File: config.mk
export PLATFORM = sky130hd
export DESIGN_NAME = dcache_sdp_ram
export DESIGN_NICKNAME = d
export VERILOG_FILES = /design/src/hw/dcache_sdp_ram.sv
export SDC_FILE = /design/constraint.sdc
export NUM_CORES = 2
export LEC_CHECK = 0
export ABC_AREA = 1
export BUFFER_PORTS_ARGS = -buffer_cell sky130_fd_sc_hd__buf_4
export CAP_MARGIN = 10
export CORE_MARGIN = 2
export CORE_UTILIZATION = 45
export CTS_CLUSTER_DIAMETER = 60
export CTS_CLUSTER_SIZE = 8
export DETAILED_ROUTE_END_ITERATION = 8
export SKIP_CTS_REPAIR_TIMING = 1
export SLEW_MARGIN = 20
export SYNTH_ARGS = -nofsm -noshare
export SYNTH_HDL_FRONTEND = slang
export SYNTH_SLANG_ARGS = --single-unit
File: constraint.sdc
create_clock -name CLK -period 9.35 [get_ports CLK]
set_clock_uncertainty 0.1 [all_clocks]
set_input_delay 0.4675 -clock CLK [delete_from_list [all_inputs] [get_ports CLK]]
set_output_delay 0.4675 -clock CLK [all_outputs]
set_load 0.01 [all_outputs]
File: src/hw/dcache_sdp_ram.sv
`timescale 1ns/1ps

module dcache_sdp_ram #(
    parameter int width = 32,
    parameter int depth = 64,
    localparam int aw = $clog2(depth)
) (
    input  logic             CLK,
    input  logic             we,
    input  logic [aw-1:0]    waddr,
    input  logic [width-1:0] wdata,
    input  logic [aw-1:0]    raddr,
    output logic [width-1:0] rdata
);

    logic [width-1:0] mem [depth];

    always_ff @(posedge CLK) begin
        if (we) begin
            mem[waddr] <= wdata;
        end
    end

    // read data one cycle after the address.
    always_ff @(posedge CLK) begin
        rdata <= mem[raddr];
    end

    a_waddr_range: assert property (@(posedge CLK)
        we |-> (waddr < depth));

endmodule

==> flow_metrics.env <==
export IMPL_status="completed"
export IMPL_hold_path_class="in -> reg"
export IMPL_endpoint_kind="register"
export IMPL_worstPathCellList="buf_8, inv_16, buf_4, buf_4, nand2_1, nand3_1, nand3_1, nand3_1, nand3_1, nand2_1, nand2_1, nand2_1"
export IMPL_antenna_left=0
export IMPL_start_util=0.452
export IMPL_layout_nets=6864
export IMPL_power_leakage_uw=0.0330
export IMPL_fin_cells=9405
export IMPL_yosysSeqAreaShare=0.751
export IMPL_dieArea_sq_mm=0.187
export IMPL_worst_setup_path_start_kind="input port"
export IMPL_via_count=54300
export IMPL_grt_pass1_vias=51500
export IMPL_slowest_stage="buf_4"
export IMPL_cts_max_path_buffers=4
export IMPL_fin_crit_ns=3.58
export IMPL_powerDensity_mw_per_mm2=228
export IMPL_worstPathArrival_ns=4.33
export IMPL_synth_top_cell_area_share=0.743
export IMPL_path_clk_slew_ns=0.05
export IMPL_rows=157
export IMPL_cts_tree="built"
export IMPL_dp_cells=8969
export IMPL_setup_viol=0
export IMPL_fp_dieW_um=433
export IMPL_clk_latency_ns=0.95
export IMPL_synth_area_leaders="edfxtp_1, nand3_1, nand2_1, buf_2, dfxtp_1"
export IMPL_synth_nets=6815
export IMPL_tightest_slew_ns=1.46
export IMPL_synth_common_cells="nand2_1, edfxtp_1, nand3_1, buf_2, clkbuf_1"
export IMPL_multiInputGateArea_sq_mm=0.0188
export IMPL_crit_required_ns=10.09
export IMPL_synth_cell_area_sq_mm=0.0827
export IMPL_regArea_sq_mm=0.0621
export IMPL_wirelength_mm=249
export IMPL_syn_inst=6769
export IMPL_hold_viol_final=0
export IMPL_dp_hpwl_mm=122
export IMPL_fin_crit_sh=0.383
export IMPL_crit_path_max_incr_delay_ns=0.83
export IMPL_numCtsBuffers=311
export IMPL_clock_root_buffer="clkbuf_16"
export IMPL_yosysMostFrequentCell="nand2_1"
export IMPL_synthFlopType="edfxtp_1"
export IMPL_maxCapViolCount=0
export IMPL_setup_tns_ns=0
export IMPL_routed_via_density=5.78
export IMPL_drc_errors=0
export IMPL_clkSinkCount=2080
export IMPL_synth_seq_cells=2080
export IMPL_die_h_um=433
export IMPL_grt_antenna_before_repair=11
export IMPL_async_flop_share=0
export IMPL_grt_pass1_wl_mm=359
export IMPL_post_drt_wl_per_cell_um=26.4
export IMPL_io_buffer_count=77
export IMPL_critPathKind="in -> reg"
export IMPL_final_max_slew_viol_count=0
export IMPL_htreeDepth=5
export IMPL_track_usage=0.264
export IMPL_avgSynthCellArea_sq_um=12.2
export IMPL_ios=78
export IMPL_slew_headroom=0.0288
export IMPL_grt_start_max_net_pins=246
export IMPL_overflow=0
export IMPL_ir_worst_vdd_v=0.000176
export IMPL_drt_initial_drc_count=6563
export IMPL_synth_edff_count=2048
export IMPL_drive_gt1_frac=0.0840
export IMPL_yosysTopAreaCell="edfxtp_1"
export IMPL_timing_fmax_ghz=0.279
export IMPL_n_fill_cell=15400
export IMPL_gp_congestion=0.853
export IMPL_yosysUniqueCellTypes=16
export IMPL_rsz0062_at_grt="no"
export IMPL_coreArea_sq_mm=0.183
export IMPL_syn_to_final_growth_pct=13.7
export IMPL_worst_path_max_fanout=245
export IMPL_first_pass_iters=5
export IMPL_ys_warn_count=0
-- cells in the final DEF, fill, tap and decap left out, types with 8 or more instances in the layout --
cell       netlist  layout
clkbuf_1        77      98
nor2_4           0      56
buf_4           45     171
edfxtp_1      2048    2048
clkbuf_16        0     320
dfxtp_1         32      32
buf_12           0      10
nand3_1       1907    1907
nand4_1          9       9
diode_2          0      10
nor4_2           0       8
nand2_1       2248    2248
-- worst paths after layout --
path	from	end	slack (ns)	cells past startpoint
hold reg to reg	mem[52][3]	rdata[3]	0.70	8
setup / recovery	raddr[0]	rdata[18]	5.77	12
hold / removal	wdata[26]	mem[54][26]	0.02	1
setup reg to reg	mem[17][4]	rdata[4]	7.46	8
-- sequential cells by signal (all words and copies together) (netlist names) --
| name | count |
|---|---|
| mem | 2048 |
| rdata | 32 |
-- layout make-up --
type,count,area share
timing repair buffer,185,0.0164
multi-input combinational,4228,0.199
clock inverter,8,0.000798
sequential,2080,0.660
clock buffer,418,0.0890
inverter,12,0.000878
tap,2464,0.0328
antenna,10,0.000266
-- where the power goes --
part           switching (uW)  internal [uW]  total, uW
Sequential               70.1          10300      10400
Clock                    3760           6120       9880
Combinational             901            273       1170
-- kinds of logic after synthesis --
| family | count (synthesis) | synth area share |
|---|---|---|
| buffers and inverters | 461 | 0.0278 |
| and+or+nand+nor | 4228 | 0.221 |
| DFF | 2080 | 0.751 |
-- stage by stage --
step | utilization | setup WS, ns | cell area, sq um | hold slack, ns | power (uW)
floorplan | - | 4.65 | 82700 | 0.466 | 11200
global placement | 0.468 | 4.82 | 85600 | 0.672 | 11700
detailed placement | 0.468 | 4.79 | 85600 | 0.685 | 11800
CTS | 0.514 | 5.76 | 94100 | -0.00949 | 21600
global route | 0.514 | 5.47 | 94100 | 0.0350 | 22100
finish | 0.514 | 5.77 | 94100 | 0.0237 | 21500
-- per-layer routing --
layer,GRT usage,vias up,routed length (um)
met2,0.412,2597,116000
li1,-,24200,-
met5,0,-,42
met1,0.360,27000,99900
met3,0.0449,511,20900
met4,0.128,6,12300
-- worst max-delay path, delay by kind of cell --
kind | cells | cell delay [ns]
buffers and inverters | 4 | 2.21
AND/OR/NAND/NOR | 8 | 1.21
Note: power is estimated with default switching activity, not from simulation.
