[src/hw/dcache_pkg.sv]
package dcache_pkg;

    //////////////////////////////
    // request kinds
    //////////////////////////////

    typedef enum logic [1:0] {
        cmd_load  = 2'd0,
        cmd_store = 2'd1,
        cmd_amo   = 2'd2
    } req_cmd_e;

    //////////////////////////////
    // atomic operations
    //////////////////////////////

    typedef enum logic [3:0] {
        amo_swap = 4'd0,
        amo_add  = 4'd1,
        amo_and  = 4'd2,
        amo_or   = 4'd3,
        amo_xor  = 4'd4,
        amo_min  = 4'd5,
        amo_max  = 4'd6,
        amo_minu = 4'd7,
        amo_maxu = 4'd8
    } amo_op_e;

    //////////////////////////////
    // controller states
    //////////////////////////////

    typedef enum logic [2:0] {
        st_idle,
        st_read,
        st_compare,
        st_wb_send,
        st_wb_wait,
        st_fill_req,
        st_fill_wait,
        st_respond
    } ctrl_state_e;

endpackage
[src/hw/dcache_word_merge.sv]
`timescale 1ns/1ps

module dcache_word_merge #(
    parameter int word_width = 32,
    parameter int line_words = 4,
    localparam int line_width = word_width * line_words,
    localparam int sel_width  = (line_words > 1) ? $clog2(line_words) : 1
) (
    input  logic [line_width-1:0]   line_in,
    input  logic [sel_width-1:0]    word_sel,
    input  dcache_pkg::req_cmd_e    cmd,
    input  dcache_pkg::amo_op_e     amo,
    input  logic [word_width-1:0]   wdata,
    input  logic [word_width/8-1:0] wstrb,
    output logic [word_width-1:0]   old_word,
    output logic [line_width-1:0]   new_line
);
    import dcache_pkg::*;

    logic [word_width-1:0] new_word;
    logic                  lt_signed;
    logic                  lt_unsigned;

    assign old_word    = line_in[word_sel*word_width +: word_width];
    assign lt_signed   = $signed(wdata) < $signed(old_word);
    assign lt_unsigned = wdata < old_word;

    //////////////////////////////
    // word update
    //////////////////////////////

    always_comb begin
        new_word = old_word;
        case (cmd)
            cmd_store: begin
                for (int i = 0; i < word_width / 8; i++) begin
                    if (wstrb[i]) begin
                        new_word[i*8 +: 8] = wdata[i*8 +: 8];
                    end
                end
            end
            cmd_amo: begin
                case (amo)
                    amo_swap: new_word = wdata;
                    amo_add:  new_word = old_word + wdata;
                    amo_and:  new_word = old_word & wdata;
                    amo_or:   new_word = old_word | wdata;
                    amo_xor:  new_word = old_word ^ wdata;
                    amo_min:  new_word = lt_signed ? wdata : old_word;
                    amo_max:  new_word = lt_signed ? old_word : wdata;
                    amo_minu: new_word = lt_unsigned ? wdata : old_word;
                    amo_maxu: new_word = lt_unsigned ? old_word : wdata;
                    default:  new_word = old_word;
                endcase
            end
            default: new_word = old_word;
        endcase
    end

    // put the word back into the line.
    always_comb begin
        new_line = line_in;
        new_line[word_sel*word_width +: word_width] = new_word;
    end

    // opcode comes straight from the core via the request register.
    always_comb begin
        if (cmd == cmd_amo) begin
            a_amo_legal: assert final (amo inside {amo_swap, amo_add, amo_and, amo_or,
                amo_xor, amo_min, amo_max, amo_minu, amo_maxu});
        end
    end

endmodule

[config.mk]
export PLATFORM = sky130hd
export DESIGN_NAME = dcache_word_merge
export DESIGN_NICKNAME = d
export VERILOG_FILES = /design/src/hw/dcache_pkg.sv /design/src/hw/dcache_word_merge.sv
export SDC_FILE = /design/constraint.sdc
export NUM_CORES = 1
export LEC_CHECK = 0
export ABC_AREA = 1
export CORE_UTILIZATION = 50
export DETAILED_ROUTE_END_ITERATION = 16
export DONT_BUFFER_PORTS = 1
export PLACE_DENSITY_LB_ADDON = 0.08
export SLEW_MARGIN = 10
export SYNTH_ARGS = -nofsm -noshare
export SYNTH_HDL_FRONTEND = slang
export SYNTH_SLANG_ARGS = --single-unit
[constraint.sdc]
create_clock -name vclk -period 5.6
set_input_delay 0.56 -clock vclk [all_inputs]
set_output_delay 0.56 -clock vclk [all_outputs]
set_load 0.05 [all_outputs]
==> run metrics <==
run status completed; die footprint 20350 sq um; post-synth top area cell nand2_1; commonest non-fill, non-tap cell in the layout nand2_1; gr usage total 50.79%; # port buffers 0; critical path peak fanout 27; critical path startpoint category primary input; Routed wire per std cell 23.25 um; Syn Inst Count 1986; final setup vio count 0; synth warn 0; Yosys cell types 48; final hold viol count 0; Post-DRT Antenna Nets 0; relative slew slack 18.91%; crit path kind in2out; area grow syn2layout 21.68%; Net count, final 2356; register area share after synthesis 0%; postcts setup bufs 0; DR pass1 iterations 9; DRC 0; main combinational cell family by area after synthesis simple AND/OR/NAND/NOR gates; worst slew pin tran 1.213 ns; cts repair resizes 0; max_cap viols 0; CLK BUF 0; crit path DAT 4.81 ns; hold path startpoint line_in[116]; DR vias 15498; row count 51; ranking of synthesized cells by area nand2_1 (24%), ha_1 (13%), nand3_1 (9.6%); Leak Pwr 6.244 nW; setup TNS 0 ns; Synth Area in Adders 13.23%; initial antenna violation count 0; initial core utilization between 50% and 60%; post-synthesis simple-gate area fraction a little under half; Final Max Tran Viols 0; die extent in y around 140 um; quantity of hold-fixing buffers added after cts 0; FMAX between 150 and 200 MHz; first-pass GRT wire length between 70000 and 80000 um; final period utilization 95.84%; global route total overflow 0; crit path from word_sel[1]; Die W roughly 140 um; CP endpoint kind output port; hpwl dp 43450 um; RSZ-0062 raised after global routing false; Syn Std Cell Area 9891 sq um; Seq cells 0; Peak VDD IR a little over 80 uV; Antenna Cells 0; final WL 54470 um; most frequent cells in the layout nand2_1 (622), inv_1 (242), nand3_1 (189); I/O pins 332; XOR/XNOR Fraction of Synth Area 0.08855%; worst path required time 5.04 ns; largest net degree at the start of global routing between 100 and 150; Core Region ~19000 sq um; Yosys top cell area share a little under a quarter; Reg area 0 sq um; Synth Net Count approximately 2300; Pwr Density roughly 150 nW/um^2; routability-driven placement congestion ratio 1.107; compound-cell area share of the yosys netlist 25.74%; drt initial violations slightly above 2000; fraction of layout cells with a size suffix above 1 12.46%; vias per cell 6.615; vias in the first global route 14120; post-synthesis mux area share 0%; HP Class in2out; Post-Syn Area per Cell 4.980 sq um; Final Critical Period 5.367 ns; worst hold slack 1.393 ns
[routing by layer]
layer / global-route usage, % / routed length, um / part of all wire, % / up-vias
met4: 37.07 / 4667 / 8.6 / 0
met1: 54.72 / 18150 / 33 / 6969
met2: 81.30 / 23660 / 43 / 1331
li1: - / - / - / 6801
met5: 0 / 0 / 0 / -
met3: 19.52 / 7986 / 15 / 397
[report_power, final]
part           total, mW  switching, mW  internal, mW  leakage, nW
Clock                  0              0             0            0
Combinational       1.77           1.25         0.517         6.24
Sequential             0              0             0            0
[final timing paths]
path / endpoint / slack, ns / cells after the start
setup / recovery: new_line[98] / 0.23 / 25
hold / removal: new_line[116] / 1.39 / 3
[critical path, stage by stage]
cell     delay (ns)
inv_4          0.19
buf_12         0.23
a21oi_1        0.08
a32oi_2        0.26
inv_1          0.11
ha_1           0.39
inv_1          0.11
a21o_1         0.17
nor2_1         0.10
nand2_1        0.09
nand2_1        0.07
nand2_1        0.10
nand2_2        0.11
buf_4          0.27
nand3_2        0.16
nand2_4        0.26
nand2_2        0.14
nand3_1        0.20
nand2_1        0.07
nand3_1        0.07
nand2_1        0.05
nand2_1        0.13
nand4_1        0.15
o21ai_1        0.41
buf_4          0.28
[synthesized netlist by cell type, types with 3 or more instances]
| master | number |
|---|---|
| a21o_1 | 3 |
| nand2_4 | 4 |
| o211ai_1 | 5 |
| nor2_1 | 160 |
| o21bai_1 | 20 |
| a221oi_1 | 8 |
| o21ai_1 | 58 |
| or2_2 | 3 |
| clkinv_1 | 6 |
| nor4_1 | 5 |
| nand4_1 | 62 |
| nand2_1 | 622 |
| inv_2 | 6 |
| nand3_2 | 4 |
| a32oi_1 | 25 |
| o221ai_1 | 11 |
| o21a_1 | 3 |
| a32o_1 | 3 |
| nand3b_1 | 10 |
| o22ai_1 | 20 |
| buf_2 | 24 |
| buf_1 | 11 |
| nor2_2 | 3 |
| a2111oi_0 | 4 |
| nand2_2 | 6 |
| clkbuf_1 | 61 |
| a21oi_1 | 173 |
| ha_1 | 103 |
| inv_1 | 244 |
| nor3_1 | 10 |
| nand3_1 | 190 |
| o21ai_0 | 97 |
[through the flow]
| stage | setup WS, ns | instances | instance area [sq um] | power, mW | util [%] |
|---|---|---|---|---|---|
| after global routing | 0.03296 | 2343 | 12040 | 1.868 | 62.04 |
| after global placement | 0.2575 | 2343 | 11990 | 1.677 | 61.82 |
| final | 0.2330 | 2343 | 12040 | 1.769 | 62.04 |
| after detailed placement | 0.2044 | 2343 | 11990 | 1.694 | 61.82 |
| after CTS | 0.1896 | 2343 | 11990 | 1.700 | 61.82 |
| after floorplan | 0.01540 | 1986 | 10060 | 1.172 | - |
[cells by family (layout without fill, tap and decap cells)]
logic type / count (synthesis) / after routing
AO/OA/AOI/OAI: 441 / 441
adder cells (fa/ha/maj): 104 / 104
buffers and inverters: 355 / 447
XOR/XNOR: 1 / 1
AND/OR/NAND/NOR: 1085 / 1085
[cell type report]
type                            instances  area, sq um
Multi-Input combinational cell       1631         8743
Tap cell                              265        331.6
Inverter                              256        963.4
Fill cell                            1989         7363
Timing Repair Buffer                  191         1997
No activity file was read; power rests on OpenSTA's default activity.
