## src/hw/dcache_pkg.sv

```systemverilog
package dcache_pkg;

    //////////////////////////////
    // request kinds
    //////////////////////////////

    typedef enum logic [1:0] {
        cmd_load  = 2'd0,
        cmd_store = 2'd1,
        cmd_amo   = 2'd2
    } req_cmd_e;

    //////////////////////////////
    // atomic operations
    //////////////////////////////

    typedef enum logic [3:0] {
        amo_swap = 4'd0,
        amo_add  = 4'd1,
        amo_and  = 4'd2,
        amo_or   = 4'd3,
        amo_xor  = 4'd4,
        amo_min  = 4'd5,
        amo_max  = 4'd6,
        amo_minu = 4'd7,
        amo_maxu = 4'd8
    } amo_op_e;

    //////////////////////////////
    // controller states
    //////////////////////////////

    typedef enum logic [2:0] {
        st_idle,
        st_read,
        st_compare,
        st_wb_send,
        st_wb_wait,
        st_fill_req,
        st_fill_wait,
        st_respond
    } ctrl_state_e;

endpackage
```

## src/hw/dcache_ctrl.sv

```systemverilog
`timescale 1ns/1ps

module dcache_ctrl #(
    parameter int addr_width = 32,
    parameter int word_width = 32,
    parameter int line_words = 4,
    parameter int num_lines  = 64,
    localparam int offset_width = $clog2(line_words * word_width / 8),
    localparam int index_width  = $clog2(num_lines),
    localparam int tag_width    = addr_width - index_width - offset_width,
    localparam int line_width   = word_width * line_words,
    localparam int sel_width    = (line_words > 1) ? $clog2(line_words) : 1,
    localparam int byte_width   = $clog2(word_width / 8)
) (
    input  logic                           CLK,
    input  logic                           RST,
    input  logic                           req_valid,
    input  dcache_pkg::req_cmd_e           req_cmd,
    input  dcache_pkg::amo_op_e            req_amo,
    input  logic [addr_width-1:0]          req_addr,
    input  logic [word_width-1:0]          req_wdata,
    input  logic [word_width/8-1:0]        req_wstrb,
    input  logic [tag_width-1:0]           tag_rdata,
    input  logic                           line_valid,
    input  logic                           line_dirty,
    input  logic [word_width-1:0]          old_word,
    input  logic [line_width-1:0]          new_line,
    input  logic [line_width-1:0]          data_rdata,
    input  logic                           l2_wr_done,
    input  logic                           l2_rd_data_valid,
    input  logic [line_width-1:0]          l2_rd_data,
    output logic                           ready,
    output logic                           rsp_valid,
    output logic [word_width-1:0]          rsp_data,
    output logic [index_width-1:0]         ram_index,
    output logic                           data_we,
    output logic [line_width-1:0]          data_wdata,
    output logic                           tag_we,
    output logic [tag_width-1:0]           tag_wdata,
    output logic                           vd_we,
    output logic                           vd_valid_in,
    output logic                           vd_dirty_in,
    output logic                           l2_wr_valid,
    output logic [addr_width-offset_width-1:0] l2_wr_addr,
    output logic [line_width-1:0]          l2_wr_data,
    output logic                           l2_rd_valid,
    output logic [addr_width-offset_width-1:0] l2_rd_addr,
    output dcache_pkg::req_cmd_e           req_cmd_q,
    output dcache_pkg::amo_op_e            req_amo_q,
    output logic [sel_width-1:0]           word_sel,
    output logic [word_width-1:0]          wdata_q,
    output logic [word_width/8-1:0]        wstrb_q
);
    import dcache_pkg::*;

    ctrl_state_e           state;
    logic [addr_width-1:0] addr_q;
    logic [tag_width-1:0]  tag_q;
    logic                  hit;
    logic                  fill;
    logic                  wb_outstanding;

    assign tag_q     = addr_q[addr_width-1 -: tag_width];
    assign ram_index = addr_q[offset_width +: index_width];
    assign word_sel  = addr_q[byte_width +: sel_width];
    assign hit       = line_valid && (tag_rdata == tag_q);
    assign fill      = (state == st_fill_wait) && l2_rd_data_valid;

    assign ready       = (state == st_idle);
    assign l2_wr_valid = (state == st_wb_send);
    assign l2_rd_valid = (state == st_fill_req);
    assign l2_rd_addr  = addr_q[addr_width-1:offset_width];

    // array writes: refill, or merged line on a store/amo hit.
    assign data_we     = fill || (state == st_compare && hit && req_cmd_q != cmd_load);
    assign data_wdata  = fill ? l2_rd_data : new_line;
    assign tag_we      = fill;
    assign tag_wdata   = tag_q;
    assign vd_we       = data_we;
    assign vd_valid_in = 1'b1;
    assign vd_dirty_in = !fill;

    //////////////////////////////
    // request register
    //////////////////////////////

    always_ff @(posedge CLK) begin
        if (ready && req_valid) begin
            addr_q    <= req_addr;
            req_cmd_q <= req_cmd;
            req_amo_q <= req_amo;
            wdata_q   <= req_wdata;
            wstrb_q   <= req_wstrb;
        end
    end

    //////////////////////////////
    // state machine
    //////////////////////////////

    always_ff @(posedge CLK) begin
        if (RST) begin
            state          <= st_idle;
            rsp_valid      <= 1'b0;
            wb_outstanding <= 1'b0;
        end else begin
            rsp_valid <= (state == st_respond);
            if (l2_wr_valid) begin
                wb_outstanding <= 1'b1;
            end else if (l2_wr_done) begin
                wb_outstanding <= 1'b0;
            end
            case (state)
                st_idle:      if (req_valid) state <= st_read;
                st_read:      state <= st_compare;
                st_compare: begin
                    if (hit) begin
                        state <= st_respond;
                    end else if (line_valid && line_dirty) begin
                        state <= st_wb_send;
                    end else begin
                        state <= st_fill_req;
                    end
                end
                st_wb_send:   state <= st_wb_wait;
                st_wb_wait:   if (l2_wr_done) state <= st_fill_req;
                st_fill_req:  state <= st_fill_wait;
                // replay the lookup once the line is in.
                st_fill_wait: if (l2_rd_data_valid) state <= st_read;
                st_respond:   state <= st_idle;
            endcase
        end
    end

    // victim line and response word.
    always_ff @(posedge CLK) begin
        if (state == st_compare) begin
            l2_wr_addr <= {tag_rdata, ram_index};
            l2_wr_data <= data_rdata;
            if (hit) begin
                rsp_data <= old_word;
            end
        end
    end

    // no refill request until the victim is written.
    a_no_rd_during_wb: assert property (@(posedge CLK) disable iff (RST)
        l2_rd_valid |-> !wb_outstanding);

    a_rsp_after_busy: assert property (@(posedge CLK) disable iff (RST)
        $past(ready) |-> !rsp_valid);

endmodule

```

## config.mk

```make
export PLATFORM = sky130hd
export DESIGN_NAME = dcache_ctrl
export DESIGN_NICKNAME = d
export VERILOG_FILES = /design/src/hw/dcache_pkg.sv /design/src/hw/dcache_ctrl.sv
export SDC_FILE = /design/constraint.sdc
export NUM_CORES = 1
export LEC_CHECK = 0
export ABC_AREA = 1
export BUFFER_PORTS_ARGS = -buffer_cell sky130_fd_sc_hd__buf_4
export CELL_PAD_IN_SITES_DETAIL_PLACEMENT = 0
export CELL_PAD_IN_SITES_GLOBAL_PLACEMENT = 1
export CORE_AREA = 5 5 365 367
export DETAILED_ROUTE_END_ITERATION = 16
export DIE_AREA = 0 0 370 372
export GPL_ROUTABILITY_DRIVEN = 0
export HOLD_SLACK_MARGIN = 0.06
export PLACE_DENSITY_LB_ADDON = 0.1
export SLEW_MARGIN = 5
export SYNTH_ARGS = -nofsm -noshare
export SYNTH_HDL_FRONTEND = slang
export SYNTH_SLANG_ARGS = --single-unit
```

## constraint.sdc

```tcl
create_clock -name CLK -period 6.2 [get_ports CLK]
set_input_delay 0.31 -clock CLK [delete_from_list [all_inputs] [get_ports CLK]]
set_output_delay 0.31 -clock CLK [all_outputs]
set_load 0.05 [all_outputs]
```

==> summary.txt <==
Clock network
  • Worst skew pair latency: approximately 560 ps
  • Htree depth: 2
  • Sink Count: 264
  • Bufs on Longest Clock Path: 3
  • Clock root buffer: clkbuf_16
  • CTS tree: built
  • Clk slew on worst S/H paths: roughly 50 ps
  • Number of CTS-inserted buffers: 36

Place
  • Port Buffers: 940
  • Worst slack at placement: about 2900 ps
  • Placed insts: 3500
  • Hpwl dp: 59.1 mm

STA
  • Slew Viols, Final: 0
  • Layout Skew: 36.3 ps
  • Rel. slew slack: between 30% and 40%
  • WHS: 173 ps
  • Final period util: just under 60%
  • Slew @ Worst Pin: 999 ps
  • Final Hold Viols: 0
  • Final Worst Setup Slack: 2530 ps
  • Setup TNS: 0 ps
  • Setup violators final: 0
  • RSZ-0062 raised after global routing: false
  • Fmax: 272 MHz
  • Minimum clock period: around 3700 ps

Logic synthesis
  • Netlist cell types: 18
  • Top post-synthesis cells by area: edfxtp_1 (75%), nand2_1 (16%), buf_4 (3.1%)
  • Syn_nets: between 1000 and 1500
  • Register area share after synthesis: 76.0%
  • Synthesized area: about 10000 sq um
  • Ys async rst share: 0%
  • Mapped Cells: 870
  • Area leader, netlist: edfxtp_1
  • Yosys reg bits: roughly 260
  • Yosys top cell area share: 75.2%
  • EDFF count, synth: 260
  • Prevailing post-synth register cell: edfxtp_1
  • Synth cell count leaders: nand2_1 (449), edfxtp_1 (260), inv_1 (47), buf_4 (43), nor2_1 (33)
  • Count leader, synth: nand2_1
  • Ys Warns: 0
  • Avg Cell Area, Syn: between 10 and 15 sq um

Power
  • P_leak: 10.1 nW
  • Maximum vdd drop: 0.139 mV
  • Total power per unit cell area: roughly 240 nW/um^2

Final layout
  • Share of cells above drive strength 1: 47.9%
  • Layout Cells excl Fill: 3825
  • Nets: approximately 2600
  • Reg area: roughly 7900 sq um
  • Fill cells: 14600
  • P&R area growth vs syn: 121%
  • Multi-input gate area: 1920 sq um

Detailed routing
  • DRC viols: 0
  • DR pass1 iterations: 4
  • Via count: between 10000 and 15000
  • Final WL: 71.4 mm
  • Antenna Nets Post-Route: 0
  • DR vias/cell: 2.79
  • DRT iter0 DRCs: 444
  • DR WL/cell: 18.7 um

Setup path
  • Critical path required time: 5890 ps
  • Worst setup EP type: output port
  • CP max stage delay: slightly below 800 ps
  • Critical-path top delay cell: buf_4
  • Worst setup SP type: register
  • Cell Chain, Critical Path: inv_1 > nand3_2 > nor2_4 > buf_12 > inv_4 > buf_4 > nand2_1 > nand2_1 > buf_4
  • CP Class: register to output port
  • CP arrival: 3360 ps
  • Worst Path Buf+Inv: 5
  • Top delay family on crit path: buffers and inverters
  • CP Max Fanout: 130

Floorplan
  • Num rows: about 130
  • Ports: 944
  • Initial Util: around 8.0%
  • Die Ht: 372 um
  • Die X: 370 um
  • Die area: about 140000 sq um
  • Total core area: 129000 sq um

Job
  • Max-cap viol count: 0

Status
  • Outcome: complete, no violations

GRT
  • Initial antenna violation count: 7
  • Wire length of the first global-routing pass: 92.6 mm
  • GRT Total Usage: 9.59%
  • Vias in the first global route: 11500
  • Largest net degree at the start of global routing: 131
  • Grt ovf: 0

Min path
  • HP Class: primary input to register
[tightest hold or removal path, cell delays in order]
cell and delay [ps]:
buf_4 90, nor2_1 60, inv_1 60, nand3_1 70, nand2_1 50, inv_1 30
[worst paths after layout]
path / startpoint / to / slack [ps] / cells after the start
max reg2reg: state[2]$_SDFFE_PP0P_ / addr_q[29]$_DFFE_PP_ / 3460 / 4
min reg2reg: state[0]$_SDFFE_PP0P_ / state[0]$_SDFFE_PP0P_ / 510 / 1
max: state[0]$_SDFFE_PP0P_ / data_wdata[75] / 2530 / 9
min: l2_rd_data_valid / state[1]$_SDFFE_PP0P_ / 170 / 6
[registers in the layout, summed over array words and instances (netlist names), 3 cells and up]
signal and count:
req_amo_q 4, rsp_data 32, addr_q 30, l2_wr_addr 28, state 3, wdata_q 32, l2_wr_data 128, wstrb_q 4
[layout make-up]
cell class | count | share of cell area (%)
diodes | 7 | 0.0764
clock buffers | 48 | 4.12
clock inverters | 15 | 0.562
inverters | 48 | 0.818
multi-input cells | 500 | 8.38
flip-flops and latches | 264 | 34.4
well taps | 1742 | 9.50
repair buffers | 1201 | 42.1
[where the power goes]
group	total [W]	internal, W	switching, W	leakage [nW]
combinational	0.00131	0.000512	0.000801	7.20
clock	0.00197	0.00112	0.000850	0.512
sequential	0.00213	0.00208	0.0000503	2.43
[repair_timing]
item,CTS,global route
setup buffers,0,0
endpoints found under the setup margin,0,0
gates resized for setup,0,0
endpoints found under the hold margin,258,0
hold buffers,255,0
[cell usage in the layout (no fill, tap or decap)]
cell type	netlist	layout
a211oi_1	1	1
buf_12	0	1
buf_4	43	945
bufinv_16	0	1
clkbuf_1	1	12
clkbuf_16	0	36
clkinv_1	0	8
clkinv_16	0	1
clkinv_2	0	2
clkinvlp_4	0	2
conb_1	1	1
dfxtp_1	4	4
diode_2	0	7
dlygate4sd3_1	0	255
edfxtp_1	260	260
inv_1	47	45
inv_4	0	1
inv_6	0	3
nand2_1	449	449
nand3_1	4	4
nand3_2	1	1
nor2_1	33	32
nor2_4	0	2
nor3_1	5	5
o21ai_0	4	4
o22a_1	1	1
[through the flow]
step	area (sq um)	util, %	total power [W]
finish	22900	17.8	0.00541
global route	22900	17.8	0.00567
CTS	22900	17.7	0.00555
detailed placement	19300	14.9	0.00336
global placement	19300	14.9	0.00336
floorplan	10400	-	0.00278
[routing by layer]
metal	vias to the layer above	global-route usage, %	wire (um)
met4	0	2.01	1180
li1	5195	-	-
met5	-	0	0
met3	57	2.78	4890
met2	405	18.9	40200
met1	5008	9.99	25100
[kinds of logic after synthesis]
| family | share of synthesized area [%] |
|---|---|
| compound gates | 0.350 |
| buf+inv | 5.62 |
| flops | 76.0 |
| other cells | 0.0361 |
| simple gates | 18.0 |
(Power assumes the default switching activity.)
