<file path="src/hw/dcache_valid_dirty.sv">
`timescale 1ns/1ps

module dcache_valid_dirty #(
    parameter int num_lines = 64,
    localparam int index_width = $clog2(num_lines)
) (
    input  logic                   CLK,
    input  logic                   RST,
    input  logic [index_width-1:0] index,
    input  logic                   we,
    input  logic                   valid_in,
    input  logic                   dirty_in,
    output logic                   line_valid,
    output logic                   line_dirty
);

    logic [num_lines-1:0] valid_bits;
    logic [num_lines-1:0] dirty_bits;

    // flags in flops, so reset empties the whole cache.
    always_ff @(posedge CLK) begin
        if (RST) begin
            valid_bits <= '0;
            dirty_bits <= '0;
        end else if (we) begin
            valid_bits[index] <= valid_in;
            dirty_bits[index] <= dirty_in;
        end
    end

    // registered read, same latency as the rams.
    always_ff @(posedge CLK) begin
        if (RST) begin
            line_valid <= 1'b0;
            line_dirty <= 1'b0;
        end else begin
            line_valid <= valid_bits[index];
            line_dirty <= dirty_bits[index];
        end
    end

endmodule

</file>
<file path="config.mk">
export PLATFORM = sky130hd
export DESIGN_NAME = dcache_valid_dirty
export DESIGN_NICKNAME = d
export VERILOG_FILES = /design/src/hw/dcache_valid_dirty.sv
export SDC_FILE = /design/constraint.sdc
export NUM_CORES = 1
export LEC_CHECK = 0
export BUFFER_PORTS_ARGS = -buffer_cell sky130_fd_sc_hd__buf_2
export CAP_MARGIN = 20
export CORE_MARGIN = 10
export CORE_UTILIZATION = 40
export DETAILED_ROUTE_END_ITERATION = 10
export SYNTH_ARGS = -nofsm -noshare
export SYNTH_HDL_FRONTEND = slang
export SYNTH_SLANG_ARGS = --single-unit
</file>
<file path="constraint.sdc">
create_clock -name CLK -period 1.8 [get_ports CLK]
set_input_delay 0.18 -clock CLK [delete_from_list [all_inputs] [get_ports CLK]]
set_output_delay 0.18 -clock CLK [all_outputs]
set_load 0.005 [all_outputs]
</file>
==> results of run 1 <==
[per-stage QoR]
stage               total power, mW  setup TNS (ns)
floorplan                      3.25               0
global placement               3.42          -0.358
detailed placement             3.43           -1.18
CTS                            7.02               0
global route                   7.20               0
finish                         6.98               0
[cell usage in the layout (no fill, tap or decap), drive strengths merged, types with 2 or more instances in the layout]
cell,Yosys,layout
dfxtp,130,130
nand2,118,118
nor2,90,90
a21oi,79,79
o21ai,69,69
buf,28,66
mux2i,60,60
clkbuf,42,22
nand3,17,17
a221oi,15,15
mux4,14,14
a22oi,10,10
mux2,10,10
o22ai,5,5
nor3,5,5
or3,4,4
and2,4,4
bufinv,0,4
nor3b,3,3
o211ai,3,3
clkinvlp,0,3
clkinv,0,3
nor2b,3,3
inv,2,2
or2,2,2
or3b,2,2
and3,2,2
a31oi,2,2
[critical path, stage by stage, from the launching register on]
cell,delay [ns]
sky130_fd_sc_hd__dfxtp_1,0.31
sky130_fd_sc_hd__mux4_2,0.47
sky130_fd_sc_hd__mux2i_1,0.25
sky130_fd_sc_hd__o22ai_1,0.11
sky130_fd_sc_hd__a211oi_1,0.33
sky130_fd_sc_hd__a31oi_1,0.12
[cell type report]
cell class              count  area (um2)  area share
multi-input cells         530        3230       0.447
flip-flops and latches    130        2600       0.360
repair buffers             66         543      0.0751
clock buffers              22         454      0.0628
well taps                 188         235      0.0325
clock inverters            10         158      0.0218
inverters                   2        7.51     0.00104
[path summary, 6_finish.rpt]
check | startpoint | to | slack, ns | depth (start not counted)
setup / recovery | dirty_bits[23] | line_dirty | 0.08 | 5
hold / removal | RST | valid_bits[48] | 0.20 | 2
setup reg to reg | dirty_bits[23] | line_dirty | 0.08 | 5
hold reg to reg | dirty_bits[50] | dirty_bits[50] | 0.46 | 2
[layer usage]
metal,part of all wire,up-vias,track usage
met2,0.47,158,0.273
met1,0.45,2624,0.223
met3,0.057,28,0.0394
li1,-,2597,-
met4,0.024,0,0.0718
met5,0,-,0
[Yosys cell counts (all sizes together)]
| master | count | area share |
|---|---|---|
| or3 | 4 | 0.0040 |
| nand3b | 1 | 0.0012 |
| nor3b | 3 | 0.0036 |
| o22ai | 5 | 0.0050 |
| and4 | 1 | 0.0014 |
| and3 | 2 | 0.0020 |
| and2b | 1 | 0.0012 |
| nand3 | 17 | 0.014 |
| nand2b | 1 | 0.0010 |
| a211oi | 1 | 0.0012 |
| and3b | 1 | 0.0014 |
| mux2 | 10 | 0.019 |
| nand4 | 1 | 0.0010 |
| a21o | 1 | 0.0012 |
| and2 | 4 | 0.0040 |
| buf | 28 | 0.033 |
| a21oi | 79 | 0.064 |
| o211ai | 3 | 0.0036 |
| nor2b | 3 | 0.0034 |
| or3b | 2 | 0.0028 |
| a22o | 1 | 0.0014 |
| mux2i | 60 | 0.097 |
| o2bb2ai | 1 | 0.0014 |
| a22oi | 10 | 0.013 |
| inv | 2 | 0.0012 |
| or2 | 2 | 0.0020 |
| a221oi | 15 | 0.022 |
| a31oi | 2 | 0.0020 |
| a2bb2oi | 1 | 0.0014 |
| nand2 | 118 | 0.072 |
| o21ai | 69 | 0.056 |
| dfxtp | 130 | 0.42 |
| clkbuf | 42 | 0.025 |
| mux4 | 14 | 0.051 |
| a41oi | 1 | 0.0014 |
| nor3 | 5 | 0.0075 |
| a32oi | 1 | 0.0014 |
| nor2 | 90 | 0.056 |
[kinds of logic after synthesis]
group,synth area share
simple gates,0.179
compound gates,0.175
flops,0.419
mux,0.168
buf+inv,0.0599
[where the power goes]
part	switching, mW	leakage [nW]	internal, mW
clock	1.27	0.290	2.34
sequential	0.00792	1.05	2.89
combinational	0.309	1.50	0.159
[flip-flops by register name, indices dropped and copies added, names as in the netlist]
| register | flops |
|---|---|
| dirty_bits | 64 |
| line_dirty | 1 |
| line_valid | 1 |
| valid_bits | 64 |
==> results by stage, run 1 <==
Global routing:
- Entering global routing, the biggest net connects 65 pins.
- The aggregate global-route resource usage is 0.173.
- The first global-routing pass estimated approximately 28000 um of wire.
- The number of global-route vias before repair is about 5200.
- Summed over all layers, the global routing overflow is 0.
- The number of antenna violations at the first check in global routing is 0.

Synthesis:
- The synthesized netlist net count is about 740.
- Synthesis produced a netlist whose cell count is between 700 and 800.
- After synthesis the netlist holds a flip-flop and latch count of 130.
- The post-synth design cell area is about 6200 um2.
- The average instance area after synthesis is 8.48 um2.
- The netlist uses 51 different library cells.
- Of the synthesized area, sequential elements account for 0.419.
- The number of warnings reported in the yosys synthesis log is 0.

Critical path:
- STA classifies the critical path endpoint as a flip-flop.
- The worst setup path is launched from a flip-flop.
- The critical path is of the flip-flop to flip-flop type.
- The highest fanout seen on the critical path is 2.
- At the worst endpoint, the arrival time is about 2.0 ns.
- Data on the critical path is required at its endpoint by 2.09 ns.

STA:
- The number of max-slew violations in the final report is 0.
- The final hold violation count is 0.
- Setup repair after global routing left no endpoint under its margin.
- Based on the critical path, the design can be clocked at up to around 0.58 GHz.
- The slew at the pin with the worst max-slew slack is between 0.5 and 0.6 ns.
- The clock arrives with 0.00505 ns of skew.
- The slack of the critical path is 0.0830 ns.
- The worst slack on hold paths is 0.197 ns.
- For the finished layout, the period the worst path requires is ~1.7 ns.
- In the finished design, the share of the clock period the worst path needs comes to 0.954.
- Setup violations remaining at the end of the flow were counted as 0.
- The max-slew headroom at the worst pin is 0.604.

Die:
- The floorplan step defined a core boundary enclosing ~15000 um2.
- The horizontal die dimension is about 140 um.
- The die covers about 21000 um2.
- The total I/O pin count is 13.
- The number of rows created at floorplan is 45.
- The initial standard-cell utilization of the core is 0.408.
- The height of the chip is 145 um.

CTS:
- After clock tree synthesis, the setup repair step added 0 buffers.
- The maximum clock insertion buffer count is 2.
- The clock tree root driver cell is sky130_fd_sc_hd__clkbuf_16.
- The number of buffers added to fix hold violations after cts is 0.
- The sink count of the clock tree is 130.
- The number of instances resized during post-cts repair is 0.
- The clock edge transition at the registers on the reported setup and hold paths is approximately 0.060 ns.
- The total CTS buffers is 17.
- For the worst-skew pair, the clock arrives at the later sink with an insertion delay of 0.43 ns.
- The clock tree from TritonCTS is done.
- The H-tree was split into 4 levels.

Placed design:
- The placed standard-cell area is between 6000 and 7000 um2.
- Routability-driven placement finished with a final weighted congestion of 0.892.
- In this run, placement finished with an instance count of between 900 and 1000.
- Detailed placement finished with a half-perimeter wire length of 11600 um.
- At the placement stage, the worst setup path has a slack of -0.173 ns.
- Buffers placed on the I/O ports in this run total 12.

Routing:
- The routed via count is between 5000 and 6000.
- The count of nets left with antenna violations after detail routing is 0.
- The wire length per cell after detailed routing is 18.4 um.
- Before antenna repair, the detailed router went through 4 iterations.
- The final wirelength is 17400 um.
- The post-detailed-route DRC marker count is 0.
- Dividing the detail-routed via count by the number of cells gives between 5 and 6.
- In this run, the number of DRC markers left after iteration 0 of detailed routing was between 400 and 500.

Power and ir drop:
- In this run the static leakage power is about 2.8 nW.
- The cell area power density is about 970 nW/um2.
- Across the VDD grid, the largest voltage drop is between 0.0006 and 0.0007 V.

Job:
- Max-cap violations in this run came to 0.

Layout:
- The number of fillers in the final layout is roughly 1400.
- The count of inserted antenna diode cells is 0.
- With fillers left out, the area of the finished cells amounts to slightly above 7000 um2.
- The net count of the finished layout is between 700 and 800.
- The share of cells above drive strength 1 is 0.175.
- Compared with the post-synthesis result, the final layout area differs by 16.5%.
- The utilization after layout is 0.476.
- The number of cells in the finished layout apart from fillers is ~950.

Run status:
- The flow ran to the end, and the final reports show no timing, DRC or antenna violations.

Hold path:
- In this run the worst hold path is classified as primary input to flip-flop.
Power figures use the tool's default switching activity.
==> inputs of run 2 (changes only) <==
--- a/config.mk
+++ b/config.mk
@@ -10,6 +10,7 @@
 export CORE_MARGIN = 10
 export CORE_UTILIZATION = 40
 export DETAILED_ROUTE_END_ITERATION = 10
+export GPL_TIMING_DRIVEN = 0
 export SYNTH_ARGS = -nofsm -noshare
 export SYNTH_HDL_FRONTEND = slang
 export SYNTH_SLANG_ARGS = --single-unit
==> run 2 against run 1 <==
Effect of this change: count of clock-buffer cells in the layout grew 1; sequential share of layout area grew 0.55 points; first-iteration DRC count grew 65%; maximum frequency shrank 0.17%; register-to-register slack gained 0.05 ns; total power is essentially flat; non-clock buffer count grew 13; routed wire length grew 24%; via count grew 8.0%.
==> results by stage, run 2 (synthesis gave the netlist of run 1 again) <==
Critical path:
- The number of buffers and inverters on the critical path is 3.
- The data arrival time at the worst-slack endpoint is 2.00 ns.
- STA classifies the critical path endpoint as a flip-flop.
- The most critical setup path has its startpoint at index[0].
- The signal on the critical path passes through buf_2, buf_6, buf_6, and2b_1, a221oi_2, o22ai_1, a22oi_1, a41oi_1.
- The data required time of the worst path is 2.08 ns.
- The worst-path cell with the longest stage delay is sky130_fd_sc_hd__a221oi_2.
- On the worst path, the slowest cell contributes a delay of about 0.49 ns.
- The top cell family by delay on the critical path is compound AO/OA/AOI/OAI gates.
- Of all nets on the critical path, the largest fanout is 10.
- The startpoint identified for the worst register-to-register timing path is dirty_bits[26].
- In this design, the critical path's most frequently occurring cell is sky130_fd_sc_hd__buf_6.
- The worst setup path is launched from a primary input.
- The critical path start-end classification is primary input to flip-flop.

Layout:
- The area added between synthesis and finish is 14.8%.
- After routing the design area is 7120 um2.
- Leaving out fill and tap cells, the most frequent cells in the layout are sky130_fd_sc_hd__dfxtp_1, sky130_fd_sc_hd__nand2_1, sky130_fd_sc_hd__nor2_1.
- The finished layout holds 961 standard cells, fillers aside.
- For this run, the post-layout net count is around 770.
- Leaving out fill and tap cells, the most frequent cell in the layout is sky130_fd_sc_hd__dfxtp_1.
- The largest registers in the layout are dirty_bits: 64 flops, valid_bits: 64 flops.
- The count of inserted antenna diode cells is 0.
- The share of cells above drive strength 1 is 0.137.

STA:
- Setup repair after global routing left no endpoint under its margin.
- For the pin with the worst max-slew slack, the measured transition is 0.878 ns.
- The ratio of final minimum period to clock period is 0.956.
- The worst setup skew after layout is 0.00481 ns.
- The final hold violation count is 0.
- Setup violations remaining at the end of the flow were counted as 0.
- Measured against its own limit, the worst slew margin works out to 0.414.
- The routed design could run at a clock period as short as between 1.5 and 2 ns.
- The number of max-slew violations in the final report is 0.
- The maximum frequency from static timing analysis is a little under 0.6 GHz.

CTS:
- The number of buffers added for setup after CTS is 0.
- The number of gates resized after CTS was 1.
- Clock-pin slew was measured on the worst setup and hold paths at 0.06 ns.
- The sink count of the clock tree is 130.
- The number of clock buffers added by TritonCTS is 17.
- The H-tree was split into 4 levels.
- The clock latency on the worst-skew pair is ~0.44 ns.
- TritonCTS built the clock tree.
- The clock tree root driver cell is sky130_fd_sc_hd__clkbuf_16.
- The number of buffers added to fix hold violations after cts is 0.
- No sink is reached through more buffers than the 2 on the longest clock path.

Die:
- The die is ~140 um wide.
- The overall die area is between 20000 and 25000 um2.
- The floorplan has 45 rows.
- Pin placement for this block handled 13 I/O pins.
- The placeable core region is 15200 um2.
- In this run the vertical extent of the chip is about 140 um.
- The initial utilization of the core area, before any placement, comes to 0.408.

Power and ir drop:
- Across the VDD grid, the largest voltage drop is between 0.0006 and 0.0007 V.
- Power spread over the standard cell area amounts to 980 nW/um2.
- For this design the static power due to leakage is 2.72 nW.

Placed design:
- The total placed cells including tap cells is 929.
- The final weighted congestion in routability-driven placement is 0.962.
- Input and output buffers added on the ports amount to 9.
- The wire-length estimate of the detail-placed layout is roughly 15000 um.
- After detailed placement, the total cell area comes to approximately 6500 um2.

Routing:
- After detailed routing, the average wire length per cell comes to 22.4 um.
- The detail route stage leaves a number of antenna-violating nets equal to 0.
- The routed via count is about 5800.
- In this run, the number of DRC markers left after iteration 0 of detailed routing was between 700 and 800.
- The final wirelength is between 20000 and 25000 um.
- In the routed layout, each cell is associated on average with a via count of approximately 6.1.
- The post-detailed-route DRC marker count is 0.
- The number of iterations in the first detailed-routing pass is 5.

Global routing:
- For this run, the total global-route usage over all layers was measured as 0.211.
- Summed over all layers, the global routing overflow is 0.
- The number of global-route vias before repair is between 5000 and 6000.
- The number of antenna violations at the first check in global routing is 0.
- The first global-routing pass estimated between 30000 and 40000 um of wire.
- Entering global routing, the biggest net connects 17 pins.

Run status:
- The flow ran to the end, and the final reports show no timing, DRC or antenna violations.

Hold path:
- The worst hold path begins at RST.
- The worst min-delay path class is primary input to flip-flop.

Job:
- The max-cap violation count is 0.
run 2: cell types whose count changed in the layout (fill, tap and decap cells not counted), moves of 2 or more:
cell | previous run | this run
sky130_fd_sc_hd__buf_6 | 0 | 7
sky130_fd_sc_hd__clkbuf_8 | 1 | 3
sky130_fd_sc_hd__buf_1 | 0 | 2
sky130_fd_sc_hd__buf_12 | 6 | 0
sky130_fd_sc_hd__a221oi_1 | 14 | 11
sky130_fd_sc_hd__a221oi_2 | 1 | 3
sky130_fd_sc_hd__buf_2 | 11 | 21
sky130_fd_sc_hd__clkbuf_1 | 4 | 45
sky130_fd_sc_hd__buf_4 | 49 | 6
run 2: routing by layer:
layer  part of all wire  GRT usage
met5                  0     0.0236
met4              0.036      0.104
met3               0.11     0.0705
met2               0.43      0.306
met1               0.42      0.272
run 2: power by group:
| group | internal, mW | total, mW | switching [mW] |
|---|---|---|---|
| registers | 2.89 | 2.90 | 0.00868 |
| logic | 0.128 | 0.488 | 0.361 |
| clock network | 2.28 | 3.60 | 1.32 |
run 2: area by class of cell:
type	count	area, um2
fill	1449	8080
clock inverter	9	129
tap	188	235
timing repair buffer	9	45.0
sequential	130	2600
inverter	2	7.51
buffer	70	364
clock buffer	23	478
multi-input combinational	530	3260
run 2: path summary, 6_finish.rpt:
path,end,slack [ns],cells after the start
worst max register to register,line_dirty,0.13,5
worst max-delay path,line_valid,0.08,8
worst min register to register,dirty_bits[49],0.46,2
worst min-delay path,dirty_bits[27],0.19,2
run 2: metrics by stage:
stage	hold WS (ns)	setup slack, ns	utilization	setup TNS [ns]	total power [mW]
floorplan	0.432	0.325	-	0	3.25
global placement	0.442	-0.430	0.427	-4.43	3.43
detailed placement	0.454	-0.441	0.427	-4.83	3.43
CTS	0.171	0.0609	0.467	0	6.95
global route	0.233	0.0432	0.469	0	7.14
finish	0.188	0.0801	0.469	0	6.98
